**config.mk**
```make
export PLATFORM = sky130hd
export DESIGN_NAME = mgmt_regs
export DESIGN_NICKNAME = d
export VERILOG_FILES = /design/src/hw/mgmt_pkg.sv /design/src/hw/bert_lane_config.sv /design/src/hw/drp_bridge.sv /design/src/hw/mgmt_read_mux.sv /design/src/hw/mgmt_regs.sv
export SDC_FILE = /design/constraint.sdc
export NUM_CORES = 1
export LEC_CHECK = 0
export BUFFER_PORTS_ARGS = -buffer_cell sky130_fd_sc_hd__buf_4
export CORE_ASPECT_RATIO = 1.4
export CORE_MARGIN = 2
export CORE_UTILIZATION = 52
export DETAILED_ROUTE_END_ITERATION = 16
export MAX_ROUTING_LAYER = met4
export PLACE_DENSITY = 0.79
export SETUP_SLACK_MARGIN = 0.1
export SYNTH_ARGS = -nofsm -noshare
export SYNTH_HDL_FRONTEND = slang
export SYNTH_SLANG_ARGS = --single-unit
```
**constraint.sdc**
```tcl
create_clock -name clk -period 5.96 [get_ports clk]
set_clock_uncertainty 0.15 [all_clocks]
set_input_delay 1.788 -clock clk [delete_from_list [all_inputs] [get_ports clk]]
set_output_delay 1.788 -clock clk [all_outputs]
set_load 0.1 [all_outputs]
```
**src/hw/mgmt_pkg.sv**
```systemverilog
`default_nettype none

package mgmt_pkg;

	////////////////////////////////////////////////////////////
	// Widths

	//Host register bus
	typedef logic [15:0] mgmt_addr_t;
	typedef logic [7:0]  mgmt_data_t;

	//Register offset inside one lane window
	typedef logic [7:0]  reg_off_t;

	//Transceiver DRP port
	typedef logic [8:0]  drp_addr_t;
	typedef logic [15:0] drp_data_t;

	//Serdes fields
	typedef logic [2:0]  prbs_mode_t;
	typedef logic [2:0]  clk_div_t;
	typedef logic [4:0]  tap_t;
	typedef logic [3:0]  swing_t;

	////////////////////////////////////////////////////////////
	// Register map

	localparam int         num_lanes   = 2;
	localparam mgmt_addr_t lane_base   = 16'h0080;
	localparam mgmt_addr_t lane_stride = 16'h0020;

	//Offsets within a lane window
	localparam reg_off_t off_prbs = 8'h00;
	localparam reg_off_t off_tx   = 8'h02;
	localparam reg_off_t off_tx_1 = 8'h03;
	localparam reg_off_t off_wd   = 8'h04;
	localparam reg_off_t off_wd_1 = 8'h05;
	localparam reg_off_t off_ad   = 8'h06;
	localparam reg_off_t off_ad_1 = 8'h07;	//write issues the DRP command
	localparam reg_off_t off_rd   = 8'h08;
	localparam reg_off_t off_rd_1 = 8'h09;
	localparam reg_off_t off_stat = 8'h0a;
	localparam reg_off_t off_clk  = 8'h0c;
	localparam reg_off_t off_rst  = 8'h0e;
	localparam reg_off_t off_rx   = 8'h10;

	////////////////////////////////////////////////////////////
	// Bundles

	typedef struct packed {
		logic       en;
		mgmt_addr_t addr;
		mgmt_data_t data;
	} mgmt_wr_t;

	typedef struct packed {
		prbs_mode_t prbsmode;
		swing_t     swing;
		tap_t       precursor;
		tap_t       postcursor;
		logic       enable;
		logic       invert;
		clk_div_t   clkdiv;
		logic       clk_from_qpll;	//0 selects the CPLL
		logic       tx_reset;
	} bert_txconfig_t;

	typedef struct packed {
		prbs_mode_t prbsmode;
		logic       invert;
		clk_div_t   clkdiv;
		logic       clk_from_qpll;
		logic       pmareset;
		logic       rx_reset;
	} bert_rxconfig_t;

	typedef struct packed {
		logic      we;
		drp_addr_t addr;
		drp_data_t wdata;
	} drp_req_t;

	typedef struct packed {
		drp_data_t rdata;
		logic      busy;
		logic      rx_rstdone;
	} lane_status_t;

	////////////////////////////////////////////////////////////
	// Lane window decode

	//First address of a lane
	function automatic mgmt_addr_t lane_start(input int lane);
		return lane_base + mgmt_addr_t'(lane) * lane_stride;
	endfunction

	//Address falls inside the window of this lane
	function automatic logic lane_hit(input mgmt_addr_t addr, input int lane);
		return (addr >= lane_start(lane)) && ((addr - lane_start(lane)) < lane_stride);
	endfunction

	//Offset relative to the lane base, only meaningful on a hit
	function automatic reg_off_t lane_off(input mgmt_addr_t addr, input int lane);
		mgmt_addr_t rel;
		rel = addr - lane_start(lane);
		return rel[7:0];
	endfunction

endpackage

`default_nettype wire

```
**src/hw/bert_lane_config.sv**
```systemverilog
`timescale 1ns/100ps
`default_nettype none

module bert_lane_config import mgmt_pkg::*; #(
	parameter int lane_index = 0
) (
	input wire             clk,
	input wire             reset,

	//Host write port
	input wire mgmt_wr_t   wr,

	//Serdes settings for this lane
	output bert_txconfig_t tx_config,
	output bert_rxconfig_t rx_config,
	output logic           config_updated
);

	////////////////////////////////////////////////////////////
	// Write decode

	logic     wr_hit;
	reg_off_t wr_off;
	logic     strobe_wr;

	assign wr_hit = wr.en && lane_hit(wr.addr, lane_index);
	assign wr_off = lane_off(wr.addr, lane_index);

	//Registers that notify the serdes side
	//off_tx is the low half of the tx word, so it waits for off_tx_1
	always_comb begin
		strobe_wr = 1'b0;
		if (wr_hit) begin
			case (wr_off)
				off_prbs, off_tx_1, off_clk, off_rst, off_rx: strobe_wr = 1'b1;
				default: strobe_wr = 1'b0;
			endcase
		end
	end

	////////////////////////////////////////////////////////////
	// Configuration registers

	always_ff @(posedge clk) begin
		if (reset) begin
			tx_config      <= '0;
			rx_config      <= '0;
			config_updated <= 1'b0;
		end else begin
			//Strobe in the cycle after a notifying write
			config_updated <= strobe_wr;

			if (wr_hit) begin
				case (wr_off)
					off_prbs: begin
						rx_config.prbsmode <= wr.data[2:0];
						tx_config.prbsmode <= wr.data[6:4];
					end

					//Swing plus low bits of precursor
					off_tx: begin
						tx_config.swing          <= wr.data[3:0];
						tx_config.precursor[3:0] <= wr.data[7:4];
					end
					off_tx_1: begin
						tx_config.precursor[4] <= wr.data[0];
						tx_config.postcursor   <= wr.data[5:1];
						tx_config.enable       <= wr.data[6];
						tx_config.invert       <= wr.data[7];
					end

					//Clock dividers and PLL select, both directions
					off_clk: begin
						tx_config.clkdiv        <= wr.data[2:0];
						tx_config.clk_from_qpll <= wr.data[3];
						rx_config.clkdiv        <= wr.data[6:4];
						rx_config.clk_from_qpll <= wr.data[7];
					end

					//Soft resets
					off_rst: begin
						rx_config.pmareset <= wr.data[0];
						tx_config.tx_reset <= wr.data[1];
						rx_config.rx_reset <= wr.data[2];
					end

					off_rx: rx_config.invert <= wr.data[0];

					default: begin
					end
				endcase
			end
		end
	end

	//Serdes side samples on an edge of the strobe
	assert property (@(posedge clk) disable iff (reset) config_updated |=> !config_updated)
		else $error("lane %0d config_updated high for two cycles", lane_index);

endmodule

`default_nettype wire

```
**src/hw/drp_bridge.sv**
```systemverilog
`timescale 1ns/100ps
`default_nettype none

module drp_bridge import mgmt_pkg::*; #(
	parameter int lane_index = 0
) (
	input wire           clk,
	input wire           reset,

	//Host write port
	input wire mgmt_wr_t wr,

	//DRP port of this lane
	output logic         drp_en,
	output drp_req_t     drp_req,
	input wire           drp_done,
	input wire drp_data_t drp_rdata,

	//Lane state for the read path
	input wire           rx_rstdone,
	output lane_status_t status
);

	////////////////////////////////////////////////////////////
	// Write decode

	logic       wr_hit;
	reg_off_t   wr_off;
	logic       issue;
	drp_data_t  wdata_stage;
	mgmt_data_t addr_stage;
	logic       busy;
	drp_data_t  rdata;

	assign wr_hit = wr.en && lane_hit(wr.addr, lane_index);
	assign wr_off = lane_off(wr.addr, lane_index);

	//Command goes out only on an idle lane
	//drp_en covers the cycle before busy rises
	assign issue = wr_hit && (wr_off == off_ad_1) && !busy && !drp_en;

	////////////////////////////////////////////////////////////
	// Command staging

	always_ff @(posedge clk) begin
		if (wr_hit) begin
			case (wr_off)
				off_wd:   wdata_stage[7:0]  <= wr.data;
				off_wd_1: wdata_stage[15:8] <= wr.data;
				off_ad:   addr_stage        <= wr.data;
				default: begin
				end
			endcase
		end

		//Request held until the next accepted command
		if (issue) begin
			drp_req.we    <= wr.data[7];
			drp_req.addr  <= {wr.data[0], addr_stage};
			drp_req.wdata <= wdata_stage;
		end
	end

	////////////////////////////////////////////////////////////
	// Handshake and busy tracking

	always_ff @(posedge clk) begin
		if (reset) begin
			drp_en <= 1'b0;
			busy   <= 1'b0;
			rdata  <= '0;
		end else begin
			drp_en <= issue;

			//Busy from the cycle after enable to the cycle after done
			if (drp_en)
				busy <= 1'b1;
			if (drp_done) begin
				busy <= 1'b0;

				//Keep the last read word, writes return nothing useful
				if (!drp_req.we)
					rdata <= drp_rdata;
			end
		end
	end

	assign status.rdata      = rdata;
	assign status.busy       = busy;
	assign status.rx_rstdone = rx_rstdone;

	////////////////////////////////////////////////////////////
	// Protocol checks

	//Transceiver answers only an outstanding access
	assert property (@(posedge clk) disable iff (reset) drp_done |-> busy)
		else $error("lane %0d drp_done with no access open", lane_index);

	//one access at a time per lane
	assert property (@(posedge clk) disable iff (reset) drp_en |-> !busy)
		else $error("lane %0d drp_en while busy", lane_index);

endmodule

`default_nettype wire

```
**src/hw/mgmt_read_mux.sv**
```systemverilog
`timescale 1ns/100ps
`default_nettype none

module mgmt_read_mux import mgmt_pkg::*; (
	input wire               clk,
	input wire               reset,

	//Host read request
	input wire               rd_en,
	input wire mgmt_addr_t   rd_addr,

	//Per-lane DRP data and status
	input wire lane_status_t lane0_status,
	input wire lane_status_t lane1_status,

	//Read response, one cycle after the request
	output logic             rd_valid,
	output mgmt_data_t       rd_data
);

	lane_status_t lane_status [num_lanes];
	mgmt_data_t   rd_byte;

	assign lane_status[0] = lane0_status;
	assign lane_status[1] = lane1_status;

	////////////////////////////////////////////////////////////
	// Address decode

	//Config registers are write only and fall to the zero default
	always_comb begin
		rd_byte = '0;
		for (int i = 0; i < num_lanes; i++) begin
			if (lane_hit(rd_addr, i)) begin
				case (lane_off(rd_addr, i))
					off_rd:   rd_byte = lane_status[i].rdata[7:0];
					off_rd_1: rd_byte = lane_status[i].rdata[15:8];
					off_stat: rd_byte = {6'b0, lane_status[i].rx_rstdone, lane_status[i].busy};
					default:  rd_byte = '0;
				endcase
			end
		end
	end

	////////////////////////////////////////////////////////////
	// Response register

	always_ff @(posedge clk) begin
		if (reset)
			rd_valid <= 1'b0;
		else
			rd_valid <= rd_en;
	end

	//Data only moves on a request
	always_ff @(posedge clk) begin
		if (rd_en)
			rd_data <= rd_byte;
	end

	//Fixed single cycle latency, back to back included
	assert property (@(posedge clk) disable iff (reset) rd_en |=> rd_valid)
		else $error("rd_valid missing after rd_en");

endmodule

`default_nettype wire

```
**src/hw/mgmt_regs.sv**
```systemverilog
`timescale 1ns/100ps
`default_nettype none

module mgmt_regs import mgmt_pkg::*; (
	input wire             clk,
	input wire             reset,

	//Host register bus
	input wire mgmt_wr_t   wr,
	input wire             rd_en,
	input wire mgmt_addr_t rd_addr,
	output logic           rd_valid,
	output mgmt_data_t     rd_data,

	//Serdes configuration
	output bert_txconfig_t tx0_config,
	output bert_txconfig_t tx1_config,
	output bert_rxconfig_t rx0_config,
	output bert_rxconfig_t rx1_config,
	output logic           config0_updated,
	output logic           config1_updated,

	//DRP ports, one per lane
	output logic           drp0_en,
	output logic           drp1_en,
	output drp_req_t       drp0_req,
	output drp_req_t       drp1_req,
	input wire             drp0_done,
	input wire             drp1_done,
	input wire drp_data_t  drp0_rdata,
	input wire drp_data_t  drp1_rdata,

	//Receiver reset done from each lane
	input wire             rx0_rstdone,
	input wire             rx1_rstdone
);

	lane_status_t lane0_status;
	lane_status_t lane1_status;

	////////////////////////////////////////////////////////////
	// Lane 0

	bert_lane_config #(
		.lane_index(0)
	) i_lane0_config (
		.clk            (clk),
		.reset          (reset),
		.wr             (wr),
		.tx_config      (tx0_config),
		.rx_config      (rx0_config),
		.config_updated (config0_updated)
	);

	drp_bridge #(
		.lane_index(0)
	) i_lane0_drp (
		.clk        (clk),
		.reset      (reset),
		.wr         (wr),
		.drp_en     (drp0_en),
		.drp_req    (drp0_req),
		.drp_done   (drp0_done),
		.drp_rdata  (drp0_rdata),
		.rx_rstdone (rx0_rstdone),
		.status     (lane0_status)
	);

	////////////////////////////////////////////////////////////
	// Lane 1

	bert_lane_config #(
		.lane_index(1)
	) i_lane1_config (
		.clk            (clk),
		.reset          (reset),
		.wr             (wr),
		.tx_config      (tx1_config),
		.rx_config      (rx1_config),
		.config_updated (config1_updated)
	);

	drp_bridge #(
		.lane_index(1)
	) i_lane1_drp (
		.clk        (clk),
		.reset      (reset),
		.wr         (wr),
		.drp_en     (drp1_en),
		.drp_req    (drp1_req),
		.drp_done   (drp1_done),
		.drp_rdata  (drp1_rdata),
		.rx_rstdone (rx1_rstdone),
		.status     (lane1_status)
	);

	////////////////////////////////////////////////////////////
	// Read path

	mgmt_read_mux i_read_mux (
		.clk          (clk),
		.reset        (reset),
		.rd_en        (rd_en),
		.rd_addr      (rd_addr),
		.lane0_status (lane0_status),
		.lane1_status (lane1_status),
		.rd_valid     (rd_valid),
		.rd_data      (rd_data)
	);

endmodule

`default_nettype wire

```
Word level (Yosys, flattened, before mapping)
Index checks and enable logic that the tools add are counted.

Register bits: 215. Input bits: 80. Output and inout port bits: 133. Logic and storage cells: 144.

Add/sub/neg operators: 4. Magnitude comparators: 8. Equality and inequality tests: 24. Multiplexer cells: 6. Bitwise operators: 4. Reduce and logical (&&, ||, !) cells: 44.

Operators with widths (count): equality test 8 x 4 -> 1 bit (second input constant) (10); equality test 8 x 3 -> 1 bit (second input constant) (8); >= comparator 16 x 8 -> 1 bit (second input constant) (4); < comparator 16 x 6 -> 1 bit (second input constant) (4); subtractor 16 x 8 -> 16 bit (second input constant) (4); one-hot mux 8 bit (3 select lines) (2); AND reduction 2 bit (20); equality test 8 x 2 -> 1 bit (second input constant) (4); equality test 8 x 5 -> 1 bit (second input constant) (2); zero test 8 bit (2); two-way mux 8 bit (2); logical AND 1 bit (12); OR reduction 5 bit (2); OR reduction 2 bit (4); zero test 1 bit (4); NOT 1 bit (4); two-way mux 1 bit (2).

Longest topological paths before layout
Depth after elaboration: 7. Gate-level depth with buffers: 7. Mapped depth without buffers: 7.

Cells and area by module
A second synthesis with hierarchy kept.

Cell total of the unflattened synthesis: 692. Area, all modules: 8708.4 sq um.

By module, submodules not included: drp_bridge at i_lane1_drp (times used 1, cells an instance 160, area each 2347.3 sq um, seq. area each 1861.8 sq um); drp_bridge at i_lane0_drp (times used 1, cells an instance 147, area each 2265.9 sq um, seq. area each 1861.8 sq um); bert_lane_config at i_lane0_config (times used 1, cells an instance 145, area each 1591.5 sq um, seq. area each 700.7 sq um); bert_lane_config at i_lane1_config (times used 1, cells an instance 147, area each 1564.0 sq um, seq. area each 700.7 sq um); mgmt_read_mux (times used 1, cells an instance 93, area each 939.7 sq um, seq. area each 260.2 sq um).

Worst setup path after synthesis
Ideal clock, no wire load.

Kind: input port to flip-flop. From: input wr[13] in the netlist's numbering. To: register i_lane1_drp.drp_req[0] in the netlist's numbering, enable pin. Library setup time: 442 ps. Arrival time: 5094 ps. Required time: 5368 ps. Slack: 275 ps. Cell stages on the path: 7. Buffers on the path: 0. Path through: inv_1 -> ha_1 -> nand2b_1 -> a21o_1 -> a211oi_2 -> nand3_4 -> nor3_1.

Cells in the longest elaborated chain, start to end: 7. Elaborated cells between the ends (all ways): 9. Classes of those cells: add/sub (1); order compare (2); eq/ne (1); reduce/logical (5).

RTL lines: start: declaration (line mgmt_regs.sv:9) `input wire mgmt_wr_t wr,`; subtractor 16 x 8 -> 16 bit (line mgmt_pkg.sv:99) `return (addr >= lane_start(lane)) && ((addr - lane_start(lane)) < lane_stride);`; < comparator 16 x 6 -> 1 bit (line mgmt_pkg.sv:99); logical AND 1 bit (line mgmt_pkg.sv:99); logical AND 1 bit (line drp_bridge.sv:35) `assign wr_hit = wr.en && lane_hit(wr.addr, lane_index);`; logical AND 1 bit (*) (3 in series) (line drp_bridge.sv:40) `assign issue = wr_hit && (wr_off == off_ad_1) && !busy && !drp_en;`; named net i_lane1_drp.issue (line drp_bridge.sv:29) `logic issue;`; end: declaration (line drp_bridge.sv:15) `output drp_req_t drp_req,`.

The timed path passes the listed nets; every way through them passes the cells marked *. A chain may end at the register's enable or synchronous reset.

Worst setup path in the final report
From: input wr[13] in the netlist's numbering. To: register i_lane1_drp.wdata_stage[7], enable pin.

Cells in the longest elaborated chain, start to end: 5. Elaborated cells between the ends (all ways): 7. Classes of those cells: add/sub (1); order compare (2); eq/ne (1); reduce/logical (3).

RTL lines: subtractor 16 x 8 -> 16 bit (line mgmt_pkg.sv:99); < comparator 16 x 6 -> 1 bit (line mgmt_pkg.sv:99); logical AND 1 bit (line mgmt_pkg.sv:99); logical AND 1 bit (line drp_bridge.sv:35); AND reduction 2 bit (no line) (*); end signal: assignment (line drp_bridge.sv:48) `off_wd: wdata_stage[7:0] <= wr.data;`; end: declaration (line drp_bridge.sv:30) `drp_data_t wdata_stage;`.

Mark *: on every way between the ends. The rest lies on a longest branch, timed or not.

==> flow_summary.toml <==
[status]
status = "finished clean"

[setup_path]
r2r_end = "i_lane1_drp.rdata[15]"
cp-start-kind = "primary input"
reg2reg_depth = 3
max_stage_delay_ns = 0.68
cp.arrival_ns = 4.23
crit_path_end_kind = "register"
path_cells = "buf_4 > inv_1 > ha_1 > nand2b_1 > a21o_1 > a211oi_2 > nand3_4 > nor4_2"
path_max_fanout = 8
crit_slowest_cell = "a211oi_2"
path_buf_inv = 2
cp_data_required_time_ns = 5.92
regToRegStartpoint = "i_lane1_drp.drp_req[25]"
critPathKind = "primary input to register"
cp_top_family = "simple AND/OR/NAND/NOR gates"
timing.reg2reg.setup_slack_ns = 4.05

[clock_tree]
clkLatencyLatePin_ns = 0.50
post_cts_buffers = 0
cts_hold_buf = 0
cts_resized = 0
root_buffer = "clkbuf_16"
numCtsBuffers = 20
clkTransAtPathRegs_ns = 0.06
cts_tree = "done"
clockBufferDepth = 3
h-tree-depth = 1
clock_sinks = 215

[min_path]
hold_class = "register to register"
holdPathStages = 0
hold_path_startpoint = "i_lane0_drp.wdata_stage[1]"
min_to = "i_lane0_drp.drp_req[1]"

[cells_and_area]
layout_commonest_cell = "buf_4"
synthToLayoutAreaGrowth_pct = 29.9
nFillCells = 1098
stdcell_count = 1065
postLayoutCellArea_mm2 = 0.0106
diodes = 0
nets = 941
fin_util = 0.685
mostFrequentLayoutCells = "buf_4, edfxtp_1, dfxtp_1"
drive_gt1_frac = 0.312
seqCellArea_mm2 = 0.00539
multiInputGateArea_mm2 = 0.00265

[die]
pin_count = 213
die_y_um = 152
placementRows = 54
core_area_mm2 = 0.0155
die_x_um = 110
fp.dieArea_mm2 = 0.0167
initial_core_util = 0.527

[route]
ant_nets = 0
route.detailed.drc = 0
via_per_inst = 5.35
routed_wl_um = 19800
vias = 5693
drt_iter0_markers = 271
routedWlPerCell_um = 18.6
first_pass_iters = 4

[placed_design]
dp_cells = 1029
hpwlAfterDp_um = 14100
dp_slack_ns = 1.19
numPortBuffers = 212
place_area_mm2 = 0.00994
gp_congestion = 0.882

[sta]
drv_slew = 0
finalHoldViolations = 0
min_period_over_period = 0.715
fmax_mhz = 235
fin_ws_ns = 1.70
fin_crit_ns = 4.26
rsz0062_at_grt = "no"
tns_ns = 0
hold_slack_ns = 0.266
setup_viol = 0
tightest_slew_ns = 1.16
max_slew_margin = 0.226

[synth]
synth_area_mm2 = 0.00816
synth.distinct_cells = 54
post_synth.cell_area_avg_um2 = 12.7
ys_ff_latch = 215
syn-instance-count = 643
syn_nets = 729
yosysSeqAreaShare = 0.660
yosys_warnings = 0

[global_routing]
grt_start_max_net_pins = 115
grt_usage = 0.241
antenna_found_initial = 0
grt_pass1_vias = 5705
grt_pass1_wl_um = 30300
overflow = 0

[power_and_ir_drop]
powerDensity_mw_per_mm2 = 281
vdd_drop_max_mv = 0.196
p_total_mw = 2.98
leakage_nw = 4.30

[run]
cap_violations = 0
==> cells in the mapped netlist (all sizes together) <==
library cell | count | share of area
and3b | 2 | 0.0023
xor2 | 3 | 0.0032
buf | 3 | 0.0023
clkbuf | 24 | 0.011
or4b | 1 | 0.0017
nor3b | 2 | 0.0025
mux2i | 83 | 0.10
nand4 | 7 | 0.011
inv | 9 | 0.0041
or4bb | 1 | 0.0014
a311o | 1 | 0.0012
nand2 | 76 | 0.036
a21o | 1 | 0.00092
or3 | 2 | 0.0015
nand2b | 50 | 0.038
o22a | 1 | 0.0011
nor4 | 12 | 0.014
nor2 | 46 | 0.021
o22ai | 7 | 0.0054
xnor2 | 2 | 0.0021
and4bb | 1 | 0.0015
nand4b | 1 | 0.0011
or3b | 1 | 0.0011
and3 | 2 | 0.0015
dfxtp | 107 | 0.26
o21a | 1 | 0.00092
a211oi | 2 | 0.0025
ha | 6 | 0.0092
nand3 | 9 | 0.0071
or2 | 5 | 0.0038
o221ai | 1 | 0.0011
nor4b | 1 | 0.0011
o211ai | 1 | 0.0026
a21oi | 34 | 0.021
nor2b | 5 | 0.0038
nand3b | 1 | 0.00092
a22o | 2 | 0.0021
nor3 | 11 | 0.0067
o21ai | 7 | 0.0043
o31ai | 1 | 0.00092
a2111oi | 2 | 0.0021
edfxtp | 108 | 0.40
o2111ai | 1 | 0.0011
==> layout make-up <==
class / count / area share
multi-input combinational: 392 / 0.250
inverter: 9 / 0.00319
timing repair buffer: 217 / 0.154
clock inverter: 9 / 0.0102
clock buffer: 27 / 0.0516
sequential: 215 / 0.508
tap: 196 / 0.0231
==> power breakdown <==
group / internal [mW] / leakage (nW) / total, mW / switching (mW)
Clock: 0.735 / 0.319 / 1.25 / 0.520
Combinational: 0.0649 / 2.13 / 0.165 / 0.0997
Sequential: 1.55 / 1.85 / 1.56 / 0.00448
==> worst reg2reg max path: stages (launching register included) <==
cell and delay [ns]:
edfxtp_1 0.42, nor2b_1 0.91, nand2_1 0.14, a21oi_1 0.20
==> how the worst max path moves through the flow <==
stage / from / end / slack (ns) / cells after the start
3_5_place_dp: wr[13] / i_lane1_drp.wdata_stage[3] / 1.19 / 8
5_1_grt: wr[13] / i_lane1_drp.wdata_stage[7] / 1.55 / 8
2_1_floorplan: wr[13] / i_lane1_drp.drp_req[0] / 0.27 / 7
3_3_place_gp: wr[13] / i_lane1_drp.wdata_stage[3] / 1.34 / 8
4_1_cts: wr[13] / i_lane1_drp.wdata_stage[7] / 1.69 / 8
6_report: wr[13] / i_lane1_drp.wdata_stage[7] / 1.70 / 8
==> cell families (layout without fill, tap and decap cells) <==
logic type | count (synthesis) | count (layout) | share of synthesized area
AOI/OAI and AO/OA | 62 | 62 | 0.0471
xor gates and xnor gates | 5 | 5 | 0.00537
adders and majority gates | 6 | 6 | 0.00920
buffers and inverters | 36 | 262 | 0.0175
DFF | 215 | 215 | 0.660
muxes | 83 | 83 | 0.102
and+or+nand+nor | 236 | 236 | 0.159
==> registers in the layout, summed over array words and instances (netlist names), 10 cells and up <==
signal	cells
i_lane1_config.tx_config	24
i_lane1_drp.rdata	16
i_lane1_drp.drp_req	26
i_lane1_drp.wdata_stage	16
i_lane1_config.rx_config	10
i_lane0_config.rx_config	10
i_lane0_drp.drp_req	26
i_lane0_config.tx_config	24
i_lane0_drp.rdata	16
i_lane0_drp.wdata_stage	16
==> metal layers <==
metal | routed length (µm) | share of wire | global-route usage
met4 | 593 | 0.030 | 0.0772
met1 | 7590 | 0.38 | 0.275
met5 | 0 | 0 | -
met2 | 10500 | 0.53 | 0.425
met3 | 1130 | 0.057 | 0.0389
Power figures use the tool's default switching activity.
